--- src/eth_tc_pkg.sv ---
/*
 * ethernet traffic controller shared definitions
 * widths, register map, register port and stream structs,
 * and the test pattern used by the generator and the monitor
 */
`default_nettype none

package eth_tc_pkg;

	typedef logic [63:0] beat_t;
	typedef logic [2:0]  empty_t;
	typedef logic [13:0] csr_addr_t;
	typedef logic [31:0] csr_data_t;
	typedef logic [11:0] reg_off_t;
	typedef logic [1:0]  region_t;
	typedef logic [15:0] pkt_len_t;
	typedef logic [31:0] pkt_cnt_t;

	localparam int BEAT_BYTES = 8;

	//////////////////////////////
	// register map, per channel
	//////////////////////////////
	// ctrl bit 0 start, bit 1 clear, both write-one pulses
	localparam reg_off_t REG_CTRL      = 12'd0;
	localparam reg_off_t REG_PKT_COUNT = 12'd1;
	localparam reg_off_t REG_PKT_LEN   = 12'd2;
	localparam reg_off_t REG_TX_SENT   = 12'd3;
	localparam reg_off_t REG_RX_GOOD   = 12'd4;
	localparam reg_off_t REG_RX_BAD    = 12'd5;

	typedef struct packed {
		logic      rd;
		logic      wr;
		reg_off_t  off;
		csr_data_t wdata;
	} csr_req_t;

	typedef struct packed {
		logic      rvalid;
		csr_data_t rdata;
	} csr_rsp_t;

	typedef struct packed {
		beat_t  data;
		logic   sop;
		logic   eop;
		empty_t empty;
		logic   error;
	} st_beat_t;

	typedef enum logic [1:0] {
		GEN_IDLE,
		GEN_SEND,
		GEN_DONE
	} gen_state_t;

	// beat idx of packet pkt for a packet of len bytes, zero length counts as one byte
	function automatic st_beat_t pattern_beat(input pkt_cnt_t pkt, input pkt_len_t idx,
		input pkt_len_t len);
		st_beat_t    b;
		logic [16:0] eff;
		logic [16:0] beats;
		eff     = (len == '0) ? 17'd1 : {1'b0, len};
		beats   = (eff + 17'(BEAT_BYTES - 1)) / 17'(BEAT_BYTES);
		b.data  = {pkt, 16'd0, idx};
		b.sop   = (idx == '0);
		b.eop   = ({1'b0, idx} == beats - 17'd1);
		b.empty = b.eop ? empty_t'(beats * 17'(BEAT_BYTES) - eff) : '0;
		b.error = 1'b0;
		return b;
	endfunction

endpackage

`default_nettype wire
--- src/eth_traffic_controller_top.sv ---
/*
 * ethernet traffic controller
 * one register port decoded into NUM_CHANNELS standard channels,
 * each with its own transmit and receive stream and monitor controls
 */
`timescale 1ns/1ps
`default_nettype none

module eth_traffic_controller_top #(
	parameter int NUM_CHANNELS = 2
) (
	input  wire                                          clk,
	input  wire                                          rst_n,

	// register port
	input  wire                                          avl_mm_read,
	input  wire                                          avl_mm_write,
	input  wire eth_tc_pkg::csr_addr_t                   avl_mm_address,
	input  wire eth_tc_pkg::csr_data_t                   avl_mm_writedata,
	output wire eth_tc_pkg::csr_data_t                   avl_mm_readdata,
	output wire                                          avl_mm_readdatavalid,

	// streams
	output wire eth_tc_pkg::st_beat_t [NUM_CHANNELS-1:0] tx_beat,
	output wire [NUM_CHANNELS-1:0]                       tx_valid,
	input  wire [NUM_CHANNELS-1:0]                       tx_ready,
	input  wire eth_tc_pkg::st_beat_t [NUM_CHANNELS-1:0] rx_beat,
	input  wire [NUM_CHANNELS-1:0]                       rx_valid,
	output wire [NUM_CHANNELS-1:0]                       rx_ready,

	// monitor control
	input  wire [NUM_CHANNELS-1:0]                       stop_mon,
	output wire [NUM_CHANNELS-1:0]                       mon_active,
	output wire [NUM_CHANNELS-1:0]                       mon_done,
	output wire [NUM_CHANNELS-1:0]                       mon_error
);

	wire eth_tc_pkg::csr_req_t [NUM_CHANNELS-1:0] csr_req;
	wire eth_tc_pkg::csr_rsp_t [NUM_CHANNELS-1:0] csr_rsp;
	wire                                          miss_rvalid;

	eth_tc_csr_decode #(
		.NUM_CHANNELS (NUM_CHANNELS)
	) decode_u0 (
		.clk              (clk),
		.rst_n            (rst_n),
		.avl_mm_read      (avl_mm_read),
		.avl_mm_write     (avl_mm_write),
		.avl_mm_address   (avl_mm_address),
		.avl_mm_writedata (avl_mm_writedata),
		.csr_req          (csr_req),
		.miss_rvalid      (miss_rvalid)
	);

	// region i of the address map is channel i
	for (genvar i = 0; i < NUM_CHANNELS; i++)
	begin : g_channel
		eth_std_channel channel_u0 (
			.clk        (clk),
			.rst_n      (rst_n),
			.csr_req    (csr_req[i]),
			.tx_ready   (tx_ready[i]),
			.rx_beat    (rx_beat[i]),
			.rx_valid   (rx_valid[i]),
			.stop_mon   (stop_mon[i]),
			.csr_rsp    (csr_rsp[i]),
			.tx_beat    (tx_beat[i]),
			.tx_valid   (tx_valid[i]),
			.rx_ready   (rx_ready[i]),
			.mon_active (mon_active[i]),
			.mon_done   (mon_done[i]),
			.mon_error  (mon_error[i])
		);
	end

	eth_tc_readback #(
		.NUM_CHANNELS (NUM_CHANNELS)
	) readback_u0 (
		.csr_rsp              (csr_rsp),
		.miss_rvalid          (miss_rvalid),
		.avl_mm_readdata      (avl_mm_readdata),
		.avl_mm_readdatavalid (avl_mm_readdatavalid)
	);

endmodule

`default_nettype wire

--- src/eth_tc_readback.sv ---
/*
 * register readback merge
 * picks the one valid channel response, a miss reads as zero
 */
`timescale 1ns/1ps
`default_nettype none

module eth_tc_readback #(
	parameter int NUM_CHANNELS = 2
) (
	input  wire eth_tc_pkg::csr_rsp_t [NUM_CHANNELS-1:0] csr_rsp,
	input  wire                                          miss_rvalid,
	output eth_tc_pkg::csr_data_t                        avl_mm_readdata,
	output logic                                         avl_mm_readdatavalid
);

	// responses are already registered, merge stays combinational
	always_comb
	begin
		avl_mm_readdata      = '0;
		avl_mm_readdatavalid = miss_rvalid;
		for (int i = 0; i < NUM_CHANNELS; i++)
		begin
			// at most one request per cycle, so at most one hit
			if (csr_rsp[i].rvalid)
			begin
				avl_mm_readdata      = csr_rsp[i].rdata;
				avl_mm_readdatavalid = 1'b1;
			end
		end
	end

endmodule

`default_nettype wire

--- src/eth_std_channel.sv ---
/*
 * standard traffic channel
 * register block with packet count and length, start and clear pulses,
 * and the packet generator and monitor that share these settings
 */
`timescale 1ns/1ps
`default_nettype none

module eth_std_channel (
	input  wire                        clk,
	input  wire                        rst_n,
	input  wire eth_tc_pkg::csr_req_t  csr_req,
	input  wire                        tx_ready,
	input  wire eth_tc_pkg::st_beat_t  rx_beat,
	input  wire                        rx_valid,
	input  wire                        stop_mon,
	output eth_tc_pkg::csr_rsp_t       csr_rsp,
	output eth_tc_pkg::st_beat_t       tx_beat,
	output logic                       tx_valid,
	output logic                       rx_ready,
	output logic                       mon_active,
	output logic                       mon_done,
	output logic                       mon_error
);

	eth_tc_pkg::pkt_cnt_t  pkt_count;
	eth_tc_pkg::pkt_len_t  pkt_len;
	eth_tc_pkg::pkt_cnt_t  tx_sent;
	eth_tc_pkg::pkt_cnt_t  rx_good;
	eth_tc_pkg::pkt_cnt_t  rx_bad;
	eth_tc_pkg::csr_data_t rd_mux;
	eth_tc_pkg::csr_data_t rsp_data;
	logic                  rsp_valid;
	logic                  ctrl_wr;
	logic                  start;
	logic                  clear;

	assign ctrl_wr = csr_req.wr && (csr_req.off == eth_tc_pkg::REG_CTRL);
	assign start   = ctrl_wr && csr_req.wdata[0];
	assign clear   = ctrl_wr && csr_req.wdata[1];

	//////////////////////////////
	// configuration registers
	//////////////////////////////
	always_ff @(posedge clk or negedge rst_n)
	begin
		if (!rst_n)
		begin
			pkt_count <= '0;
			pkt_len   <= '0;
		end
		else if (csr_req.wr)
		begin
			case (csr_req.off)
				eth_tc_pkg::REG_PKT_COUNT: pkt_count <= csr_req.wdata;
				eth_tc_pkg::REG_PKT_LEN:   pkt_len <= eth_tc_pkg::pkt_len_t'(csr_req.wdata);
				default: ;
			endcase
		end
	end

	// ctrl reads back 0, the pulses do not stick
	always_comb
	begin
		case (csr_req.off)
			eth_tc_pkg::REG_PKT_COUNT: rd_mux = pkt_count;
			eth_tc_pkg::REG_PKT_LEN:   rd_mux = {16'd0, pkt_len};
			eth_tc_pkg::REG_TX_SENT:   rd_mux = tx_sent;
			eth_tc_pkg::REG_RX_GOOD:   rd_mux = rx_good;
			eth_tc_pkg::REG_RX_BAD:    rd_mux = rx_bad;
			default:                   rd_mux = '0;
		endcase
	end

	// one cycle read response
	always_ff @(posedge clk or negedge rst_n)
	begin
		if (!rst_n)
			rsp_valid <= 1'b0;
		else
			rsp_valid <= csr_req.rd;
	end

	always_ff @(posedge clk)
	begin
		if (csr_req.rd)
			rsp_data <= rd_mux;
	end

	assign csr_rsp = '{rvalid: rsp_valid, rdata: rsp_data};

	eth_pkt_gen gen_u0 (
		.clk       (clk),
		.rst_n     (rst_n),
		.start     (start),
		.clear     (clear),
		.pkt_count (pkt_count),
		.pkt_len   (pkt_len),
		.tx_ready  (tx_ready),
		.tx_beat   (tx_beat),
		.tx_valid  (tx_valid),
		.tx_sent   (tx_sent)
	);

	eth_pkt_mon mon_u0 (
		.clk        (clk),
		.rst_n      (rst_n),
		.start      (start),
		.clear      (clear),
		.stop_mon   (stop_mon),
		.pkt_count  (pkt_count),
		.pkt_len    (pkt_len),
		.rx_beat    (rx_beat),
		.rx_valid   (rx_valid),
		.rx_ready   (rx_ready),
		.rx_good    (rx_good),
		.rx_bad     (rx_bad),
		.mon_active (mon_active),
		.mon_done   (mon_done),
		.mon_error  (mon_error)
	);

endmodule

`default_nettype wire

--- src/eth_pkt_mon.sv ---
/*
 * packet monitor
 * checks received beats against the generator pattern,
 * counts good and bad packets and reports active, done and error
 */
`timescale 1ns/1ps
`default_nettype none

module eth_pkt_mon (
	input  wire                        clk,
	input  wire                        rst_n,
	input  wire                        start,
	input  wire                        clear,
	input  wire                        stop_mon,
	input  wire eth_tc_pkg::pkt_cnt_t  pkt_count,
	input  wire eth_tc_pkg::pkt_len_t  pkt_len,
	input  wire eth_tc_pkg::st_beat_t  rx_beat,
	input  wire                        rx_valid,
	output logic                       rx_ready,
	output eth_tc_pkg::pkt_cnt_t       rx_good,
	output eth_tc_pkg::pkt_cnt_t       rx_bad,
	output logic                       mon_active,
	output logic                       mon_done,
	output logic                       mon_error
);

	eth_tc_pkg::pkt_cnt_t run_count;
	eth_tc_pkg::pkt_cnt_t seen;
	eth_tc_pkg::pkt_len_t run_len;
	eth_tc_pkg::pkt_len_t exp_idx;
	eth_tc_pkg::st_beat_t exp_beat;
	logic                 accept;
	logic                 beat_fault;
	logic                 pkt_fault;
	logic                 pkt_bad;

	assign rx_ready = !stop_mon;
	// beats outside a run are drained but not checked
	assign accept   = rx_valid && rx_ready && mon_active;

	// good or bad, every packet moves the expected number on
	assign seen     = rx_good + rx_bad;
	assign exp_beat = eth_tc_pkg::pattern_beat(seen, exp_idx, run_len);

	// covers data, sop, eop, empty and error in one compare
	assign beat_fault = (rx_beat != exp_beat);
	assign pkt_bad    = pkt_fault || beat_fault;
	assign mon_error  = (rx_bad != '0);

	//////////////////////////////
	// checker and counters
	//////////////////////////////
	always_ff @(posedge clk or negedge rst_n)
	begin
		if (!rst_n)
		begin
			run_count  <= '0;
			run_len    <= '0;
			exp_idx    <= '0;
			pkt_fault  <= 1'b0;
			rx_good    <= '0;
			rx_bad     <= '0;
			mon_active <= 1'b0;
			mon_done   <= 1'b0;
		end
		else if (start || clear)
		begin
			run_count  <= pkt_count;
			run_len    <= pkt_len;
			exp_idx    <= '0;
			pkt_fault  <= 1'b0;
			rx_good    <= '0;
			rx_bad     <= '0;
			mon_active <= start && (pkt_count != '0);
			mon_done   <= start && (pkt_count == '0);
		end
		else
		begin
			if (stop_mon)
				mon_active <= 1'b0;
			if (accept && rx_beat.eop)
			begin
				// packet ends on the received eop, early or late
				exp_idx   <= '0;
				pkt_fault <= 1'b0;
				if (pkt_bad)
					rx_bad <= rx_bad + 1'b1;
				else
					rx_good <= rx_good + 1'b1;
				if (seen + 1'b1 == run_count)
				begin
					mon_done   <= 1'b1;
					mon_active <= 1'b0;
				end
			end
			else if (accept)
			begin
				exp_idx   <= exp_idx + 1'b1;
				pkt_fault <= pkt_bad;
			end
		end
	end

endmodule

`default_nettype wire

--- src/eth_pkt_gen.sv ---
/*
 * packet generator
 * sends the programmed number of pattern packets on the transmit stream,
 * holding each beat under back-pressure
 */
`timescale 1ns/1ps
`default_nettype none

module eth_pkt_gen (
	input  wire                        clk,
	input  wire                        rst_n,
	input  wire                        start,
	input  wire                        clear,
	input  wire eth_tc_pkg::pkt_cnt_t  pkt_count,
	input  wire eth_tc_pkg::pkt_len_t  pkt_len,
	input  wire                        tx_ready,
	output eth_tc_pkg::st_beat_t       tx_beat,
	output logic                       tx_valid,
	output eth_tc_pkg::pkt_cnt_t       tx_sent
);

	eth_tc_pkg::gen_state_t state;
	eth_tc_pkg::pkt_cnt_t   pkt_idx;
	eth_tc_pkg::pkt_cnt_t   run_count;
	eth_tc_pkg::pkt_len_t   run_len;
	eth_tc_pkg::pkt_len_t   beat_idx;
	logic                   xfer;

	// beat is a pure function of the counters, so it holds until it moves
	assign tx_beat  = eth_tc_pkg::pattern_beat(pkt_idx, beat_idx, run_len);
	assign tx_valid = (state == eth_tc_pkg::GEN_SEND);
	assign xfer     = tx_valid && tx_ready;

	// packet index doubles as the sent counter
	assign tx_sent = pkt_idx;

	//////////////////////////////
	// generator FSM
	//////////////////////////////
	always_ff @(posedge clk or negedge rst_n)
	begin
		if (!rst_n)
		begin
			state     <= eth_tc_pkg::GEN_IDLE;
			pkt_idx   <= '0;
			beat_idx  <= '0;
			run_count <= '0;
			run_len   <= '0;
		end
		else if (start || clear)
		begin
			pkt_idx   <= '0;
			beat_idx  <= '0;
			// settings are frozen for the whole run
			run_count <= pkt_count;
			run_len   <= pkt_len;
			if (!start)
				state <= eth_tc_pkg::GEN_IDLE;
			else if (pkt_count == '0)
				state <= eth_tc_pkg::GEN_DONE;
			else
				state <= eth_tc_pkg::GEN_SEND;
		end
		else
		begin
			case (state)
				eth_tc_pkg::GEN_SEND:
				begin
					if (xfer && tx_beat.eop)
					begin
						beat_idx <= '0;
						pkt_idx  <= pkt_idx + 1'b1;
						if (pkt_idx + 1'b1 == run_count)
							state <= eth_tc_pkg::GEN_DONE;
					end
					else if (xfer)
					begin
						beat_idx <= beat_idx + 1'b1;
					end
				end
				// idle and done wait for the next start or clear
				default: ;
			endcase
		end
	end

endmodule

`default_nettype wire

--- src/eth_tc_csr_decode.sv ---
/*
 * register port decoder
 * splits the word address into a channel region and a register offset,
 * steers read and write to the matching channel and flags reads that miss
 */
`timescale 1ns/1ps
`default_nettype none

module eth_tc_csr_decode #(
	parameter int NUM_CHANNELS = 2
) (
	input  wire                                       clk,
	input  wire                                       rst_n,
	input  wire                                       avl_mm_read,
	input  wire                                       avl_mm_write,
	input  wire eth_tc_pkg::csr_addr_t                avl_mm_address,
	input  wire eth_tc_pkg::csr_data_t                avl_mm_writedata,
	output eth_tc_pkg::csr_req_t [NUM_CHANNELS-1:0]   csr_req,
	output logic                                      miss_rvalid
);

	eth_tc_pkg::region_t  region;
	eth_tc_pkg::reg_off_t offset;
	logic                 hit;

	assign {region, offset} = avl_mm_address;
	assign hit = (int'(region) < NUM_CHANNELS);

	// offset and data go to all channels, strobes only to the selected one
	always_comb
	begin
		for (int i = 0; i < NUM_CHANNELS; i++)
		begin
			csr_req[i].rd    = avl_mm_read && (int'(region) == i);
			csr_req[i].wr    = avl_mm_write && (int'(region) == i);
			csr_req[i].off   = offset;
			csr_req[i].wdata = avl_mm_writedata;
		end
	end

	// read to an empty region, answered a cycle later like a channel
	always_ff @(posedge clk or negedge rst_n)
	begin
		if (!rst_n)
			miss_rvalid <= 1'b0;
		else
			miss_rvalid <= avl_mm_read && !hit;
	end

endmodule

`default_nettype wire

--- config.mk ---
export PLATFORM = sky130hd
export DESIGN_NAME = eth_traffic_controller_top
export DESIGN_NICKNAME = d
export VERILOG_FILES = /design/src/eth_tc_pkg.sv /design/src/eth_traffic_controller_top.sv /design/src/eth_tc_readback.sv /design/src/eth_std_channel.sv /design/src/eth_pkt_mon.sv /design/src/eth_pkt_gen.sv /design/src/eth_tc_csr_decode.sv
export SDC_FILE = /design/constraint.sdc
export NUM_CORES = 2
export LEC_CHECK = 0
export BUFFER_PORTS_ARGS = -buffer_cell sky130_fd_sc_hd__buf_2
export CAP_MARGIN = 0
export CORE_MARGIN = 10
export CORE_UTILIZATION = 35
export DETAILED_ROUTE_END_ITERATION = 8
export GPL_TIMING_DRIVEN = 0
export PLACE_DENSITY = 0.49
export SKIP_CTS_REPAIR_TIMING = 1
export SLEW_MARGIN = 15
export SYNTH_ARGS = -nofsm -noshare
export SYNTH_HDL_FRONTEND = slang
export SYNTH_SLANG_ARGS = --single-unit
--- constraint.sdc ---
create_clock -name clk -period 6.4 [get_ports clk]
set_clock_uncertainty 0.1 [all_clocks]
set_input_delay 0.64 -clock clk [delete_from_list [all_inputs] [get_ports clk]]
set_output_delay 0.64 -clock clk [all_outputs]
set_load 0.03 [all_outputs]
==> results.txt <==
The buffering stage count on the worst path with inverters included came out at 1. Sequential cells were found to cover 34.7% of the synthesized design area. Summed over all cells, the static leakage comes to 20.3 nW. The power density normalized to cell area came out at 169 nW/µm². The sum of internal, switching and leakage power came out at 7.69 mW. Hold is met by 0.141 ns. In this run, synthesis inferred 64 flip-flops with an integrated enable. The routed via count divided by cell count came out at 5.81.

The number of vias after detailed routing is 38413. In this run the clock root is driven by a sky130_fd_sc_hd__clkbuf_16. Of the available clock period, the critical path in the final layout requires 97.3%. The mean instance size in the synthesized netlist is 8.44 µm². The area enclosed by the die boundary came out at 125000 µm². The number of global-route vias before repair came out at 35700. The post-layout minimum cycle time is 6.23 ns. The post-detailed-route count of antenna-violating nets came out at 0. The final HPWL from detailed placement came out at 135 mm. The number of H-tree branching levels is 3.

The worst slew margin relative to its limit came out at 12.7%. Broken down by cell family, the worst path's largest delay share belongs to simple AND/OR/NAND/NOR gates. For this design, the slowest cell found on the critical path is sky130_fd_sc_hd__or4_1.

The wire length of the first global-routing pass is 248 mm. The cell type with the highest occurrence count on the critical path is sky130_fd_sc_hd__a21oi_1. In the final routed layout, each cell accounts on average for 25.8 µm. Counting the buffers created by CTS gives 68. The area of the multi-input gates came out at 24100 µm². The longest individual stage delay on the worst path is 0.57 ns. The number of distinct library cells after synthesis is 109. Derived from the worst setup path, the maximum achievable clock frequency is 161 MHz.

The final-layout fill cell count is 11313. The signal arrival time at the worst endpoint is 6.67 ns. After synthesis, the cell types taking the most area are sky130_fd_sc_hd__dfrtp_1 30%, sky130_fd_sc_hd__xnor2_1 6.6%, sky130_fd_sc_hd__nand2_1 6.5%. The violation count after the first detailed-route iteration came out at 4376. Max-cap violations in this run came to 0. The most used standard cell by instance count after synthesis is sky130_fd_sc_hd__nand2_1.

The max-slew violation total from the final report came out at 0. STA classifies the critical path startpoint as a flop. The netlist area before placement came out at 38800 µm². The floorplan die width came out at 353 µm.

The register area is 13500 µm². The number of cells after detailed placement came out at 6469. The total global-route track usage came out at 26.0%.

Row generation in the floorplan step produced 122 rows. The slack of the critical path is 0.171 ns. The global route total overflow is 0. The number of antenna violations at the first check in global routing is 16. The worst reg2reg path depth came out at 16. The insertion delay to the later sink of the worst-skew pair is 0.65 ns. The source of the worst register-to-register timing path is g_channel[0].channel_u0.mon_u0.rx_bad[0]$_DFFE_PN0P_.

The final reports fail on design-rule violations. The count of nets after finishing is 5345. The total clock sinks is 525. The number of buffers added on ports is 343. The first-pass iteration count of the detailed router came out at 9. The post-synthesis register bit count is 525. OpenSTA, run right after detailed placement, puts the worst setup slack at -0.580 ns. At the worst endpoint, the required time is 6.84 ns. The count of cells in the finished layout, fillers not included, comes to 6607. The worst-case IR drop observed on VDD is 188 µV. The residual DRC count is 8. The commonest cells after synthesis are 669 x sky130_fd_sc_hd__nand2_1, 461 x sky130_fd_sc_hd__dfrtp_1, 352 x sky130_fd_sc_hd__nor2_1.

Of all flip-flops after synthesis, the portion carrying an async set or reset was 87.8%. The yosys synthesis warning count is 0. The flow ran to the end, but the final reports show violations. The die boundary height came out at 353 µm. The biggest fanout along the worst timing path is 10. In the final layout, the share of cells above drive strength 1 is 14.8%. The area of all placed cells without fillers is 45400 µm². The synthesized design spends more area on one cell type than any other, namely sky130_fd_sc_hd__dfrtp_1. Clock-pin slew was measured on the worst setup and hold paths at 0.06 ns. The worst setup path is captured at a flop.

The worst setup path category is reg -> reg. The top cell type's share of synthesized area is 29.7%. The transition time of the tightest slew-check pin came out at 1.29 ns. The number of cells on the critical path is 16.

The kind of path behind the tightest hold check is in -> reg. TritonCTS built the clock tree. The slack of the worst reg-to-reg path came out at 0.17 ns. The count of final hold-check violations came out at 0. Traced cell by cell, the critical path runs through ha_1, fa_1, a21oi_1, o21ai_0, a211o_1, a221oi_1, a21boi_0, nor3_1, nand4_1, a2111o_1, nor4_2, and2_1, buf_2, nand3_1, or4_1, a21oi_1. For this run, the leading register cell type out of synthesis is sky130_fd_sc_hd__dfrtp_1. The core area came out at 110000 µm². The global placement routability congestion is 0.946.

The starting density of the core came out at 35.1%. The gate count after technology mapping came out at 4595. Entering global routing, the biggest net connects 96 pins.

Once placement finished, the instance area stood at 42700 µm². Setup violations remaining at the end of the flow were counted as 0. The I/O pin count came out at 379.

In this run the deepest clock path goes through 3 buffers. The most critical setup path has its endpoint at g_channel[0].channel_u0.mon_u0.rx_good[9]$_DFFE_PN0P_. The area growth from synthesis to layout came out at 17.0%. The worst register-to-register path ends at g_channel[0].channel_u0.mon_u0.rx_good[9]$_DFFE_PN0P_.

The total length of routed wires is 170 mm. The critical path starts at g_channel[0].channel_u0.mon_u0.rx_bad[0]$_DFFE_PN0P_.
[final cells by class]
class / instances / share of cell area, %
antenna: 4 / 0.0220
buffer: 322 / 3.19
clock buffer: 85 / 4.02
clock inverter: 39 / 0.954
inverter: 64 / 0.529
multi-input combinational: 3714 / 53.1
sequential: 525 / 29.6
tap: 1488 / 4.10
timing repair buffer: 366 / 4.48
[registers in the layout, indices dropped and copies added (netlist names), 2 cells and up]
name,flops
g_channel.channel_u0.mon_u0.rx_bad,64
g_channel.channel_u0.mon_u0.pkt_fault,2
g_channel.channel_u0.pkt_len,32
g_channel.channel_u0.gen_u0.tx_sent,64
g_channel.channel_u0.rsp_data,64
g_channel.channel_u0.mon_u0.mon_active,2
g_channel.channel_u0.mon_u0.mon_done,2
g_channel.channel_u0.mon_u0.rx_good,64
g_channel.channel_u0.mon_u0.exp_idx,32
g_channel.channel_u0.gen_u0.beat_idx,32
g_channel.channel_u0.pkt_count,64
g_channel.channel_u0.gen_u0.run_count,32
g_channel.channel_u0.mon_u0.run_count,32
g_channel.channel_u0.rsp_valid,2
g_channel.channel_u0.gen_u0.run_len,32
g_channel.channel_u0.gen_u0.state,4
[cells by family after synthesis]
family | synth area share, %
buf+inv | 4.31
fa+ha+maj | 2.88
flops | 34.7
xor+xnor | 11.9
compound gates | 15.8
simple gates | 26.7
other cells | 0.00967
mux | 3.78
[worst min-delay path by stage]
| stage | from | to | slack [ns] | cells past startpoint |
|---|---|---|---|---|
| 2_1_floorplan | rst_n | decode_u0.miss_rvalid$_DFF_PN0_ | 0.24 | 0 |
| 3_3_place_gp | g_channel[1].channel_u0.gen_u0.state[0]$_DFFE_PN0P_ | g_channel[1].channel_u0.gen_u0.state[0]$_DFFE_PN0P_ | 0.36 | 2 |
| 3_5_place_dp | g_channel[1].channel_u0.gen_u0.state[0]$_DFFE_PN0P_ | g_channel[1].channel_u0.gen_u0.state[0]$_DFFE_PN0P_ | 0.36 | 2 |
| 4_1_cts | rst_n | g_channel[0].channel_u0.gen_u0.beat_idx[12]$_DFFE_PN0P_ | -0.27 | 1 |
| 5_1_grt | avl_mm_read | decode_u0.miss_rvalid$_DFF_PN0_ | 0.12 | 2 |
| 6_report | avl_mm_read | decode_u0.miss_rvalid$_DFF_PN0_ | 0.14 | 2 |
[layout by cell type, fill, tap and decap left out, types with 69 or more instances in the layout]
cell / synthesis / routed
sky130_fd_sc_hd__o21ai_0: 205 / 205
sky130_fd_sc_hd__xnor2_1: 293 / 289
sky130_fd_sc_hd__or3_1: 75 / 74
sky130_fd_sc_hd__dfrtp_1: 461 / 461
sky130_fd_sc_hd__nand4_1: 118 / 118
sky130_fd_sc_hd__nand2_1: 669 / 668
sky130_fd_sc_hd__a21oi_1: 196 / 195
sky130_fd_sc_hd__and3_1: 117 / 117
sky130_fd_sc_hd__clkbuf_1: 222 / 226
sky130_fd_sc_hd__xor2_1: 192 / 189
sky130_fd_sc_hd__nor3_1: 119 / 112
sky130_fd_sc_hd__ha_1: 86 / 84
sky130_fd_sc_hd__buf_2: 30 / 370
sky130_fd_sc_hd__mux2_2: 98 / 98
sky130_fd_sc_hd__nand3_1: 189 / 185
sky130_fd_sc_hd__clkbuf_16: 0 / 69
sky130_fd_sc_hd__nor2_1: 352 / 350
sky130_fd_sc_hd__nor4_1: 125 / 118
[layer usage]
metal  global-route usage, %  routed length, µm  up-vias  part of all wire [%]
met1                    37.9              79500    19173                    47
li1                        -                  -    17607                     -
met5                       0                 62        -                 0.036
met4                    5.25               3310       12                   1.9
met2                    39.7              74600     1442                    44
met3                    4.94              12800      179                   7.5
[stage by stage]
stage	setup TNS [ns]	util, %
3_3_place_gp	-2673.35	38.5
2_1_floorplan	0	-
5_1_grt	-0.0230	41.1
4_1_cts	-32.55	40.8
3_5_place_dp	-25.54	38.7
6_report	0	41.1
[power by group]
group          internal (mW)  switching (mW)
registers               3.38         0.00519
logic                  0.112           0.215
clock network           2.29            1.68
Power figures use the tool's default switching activity.
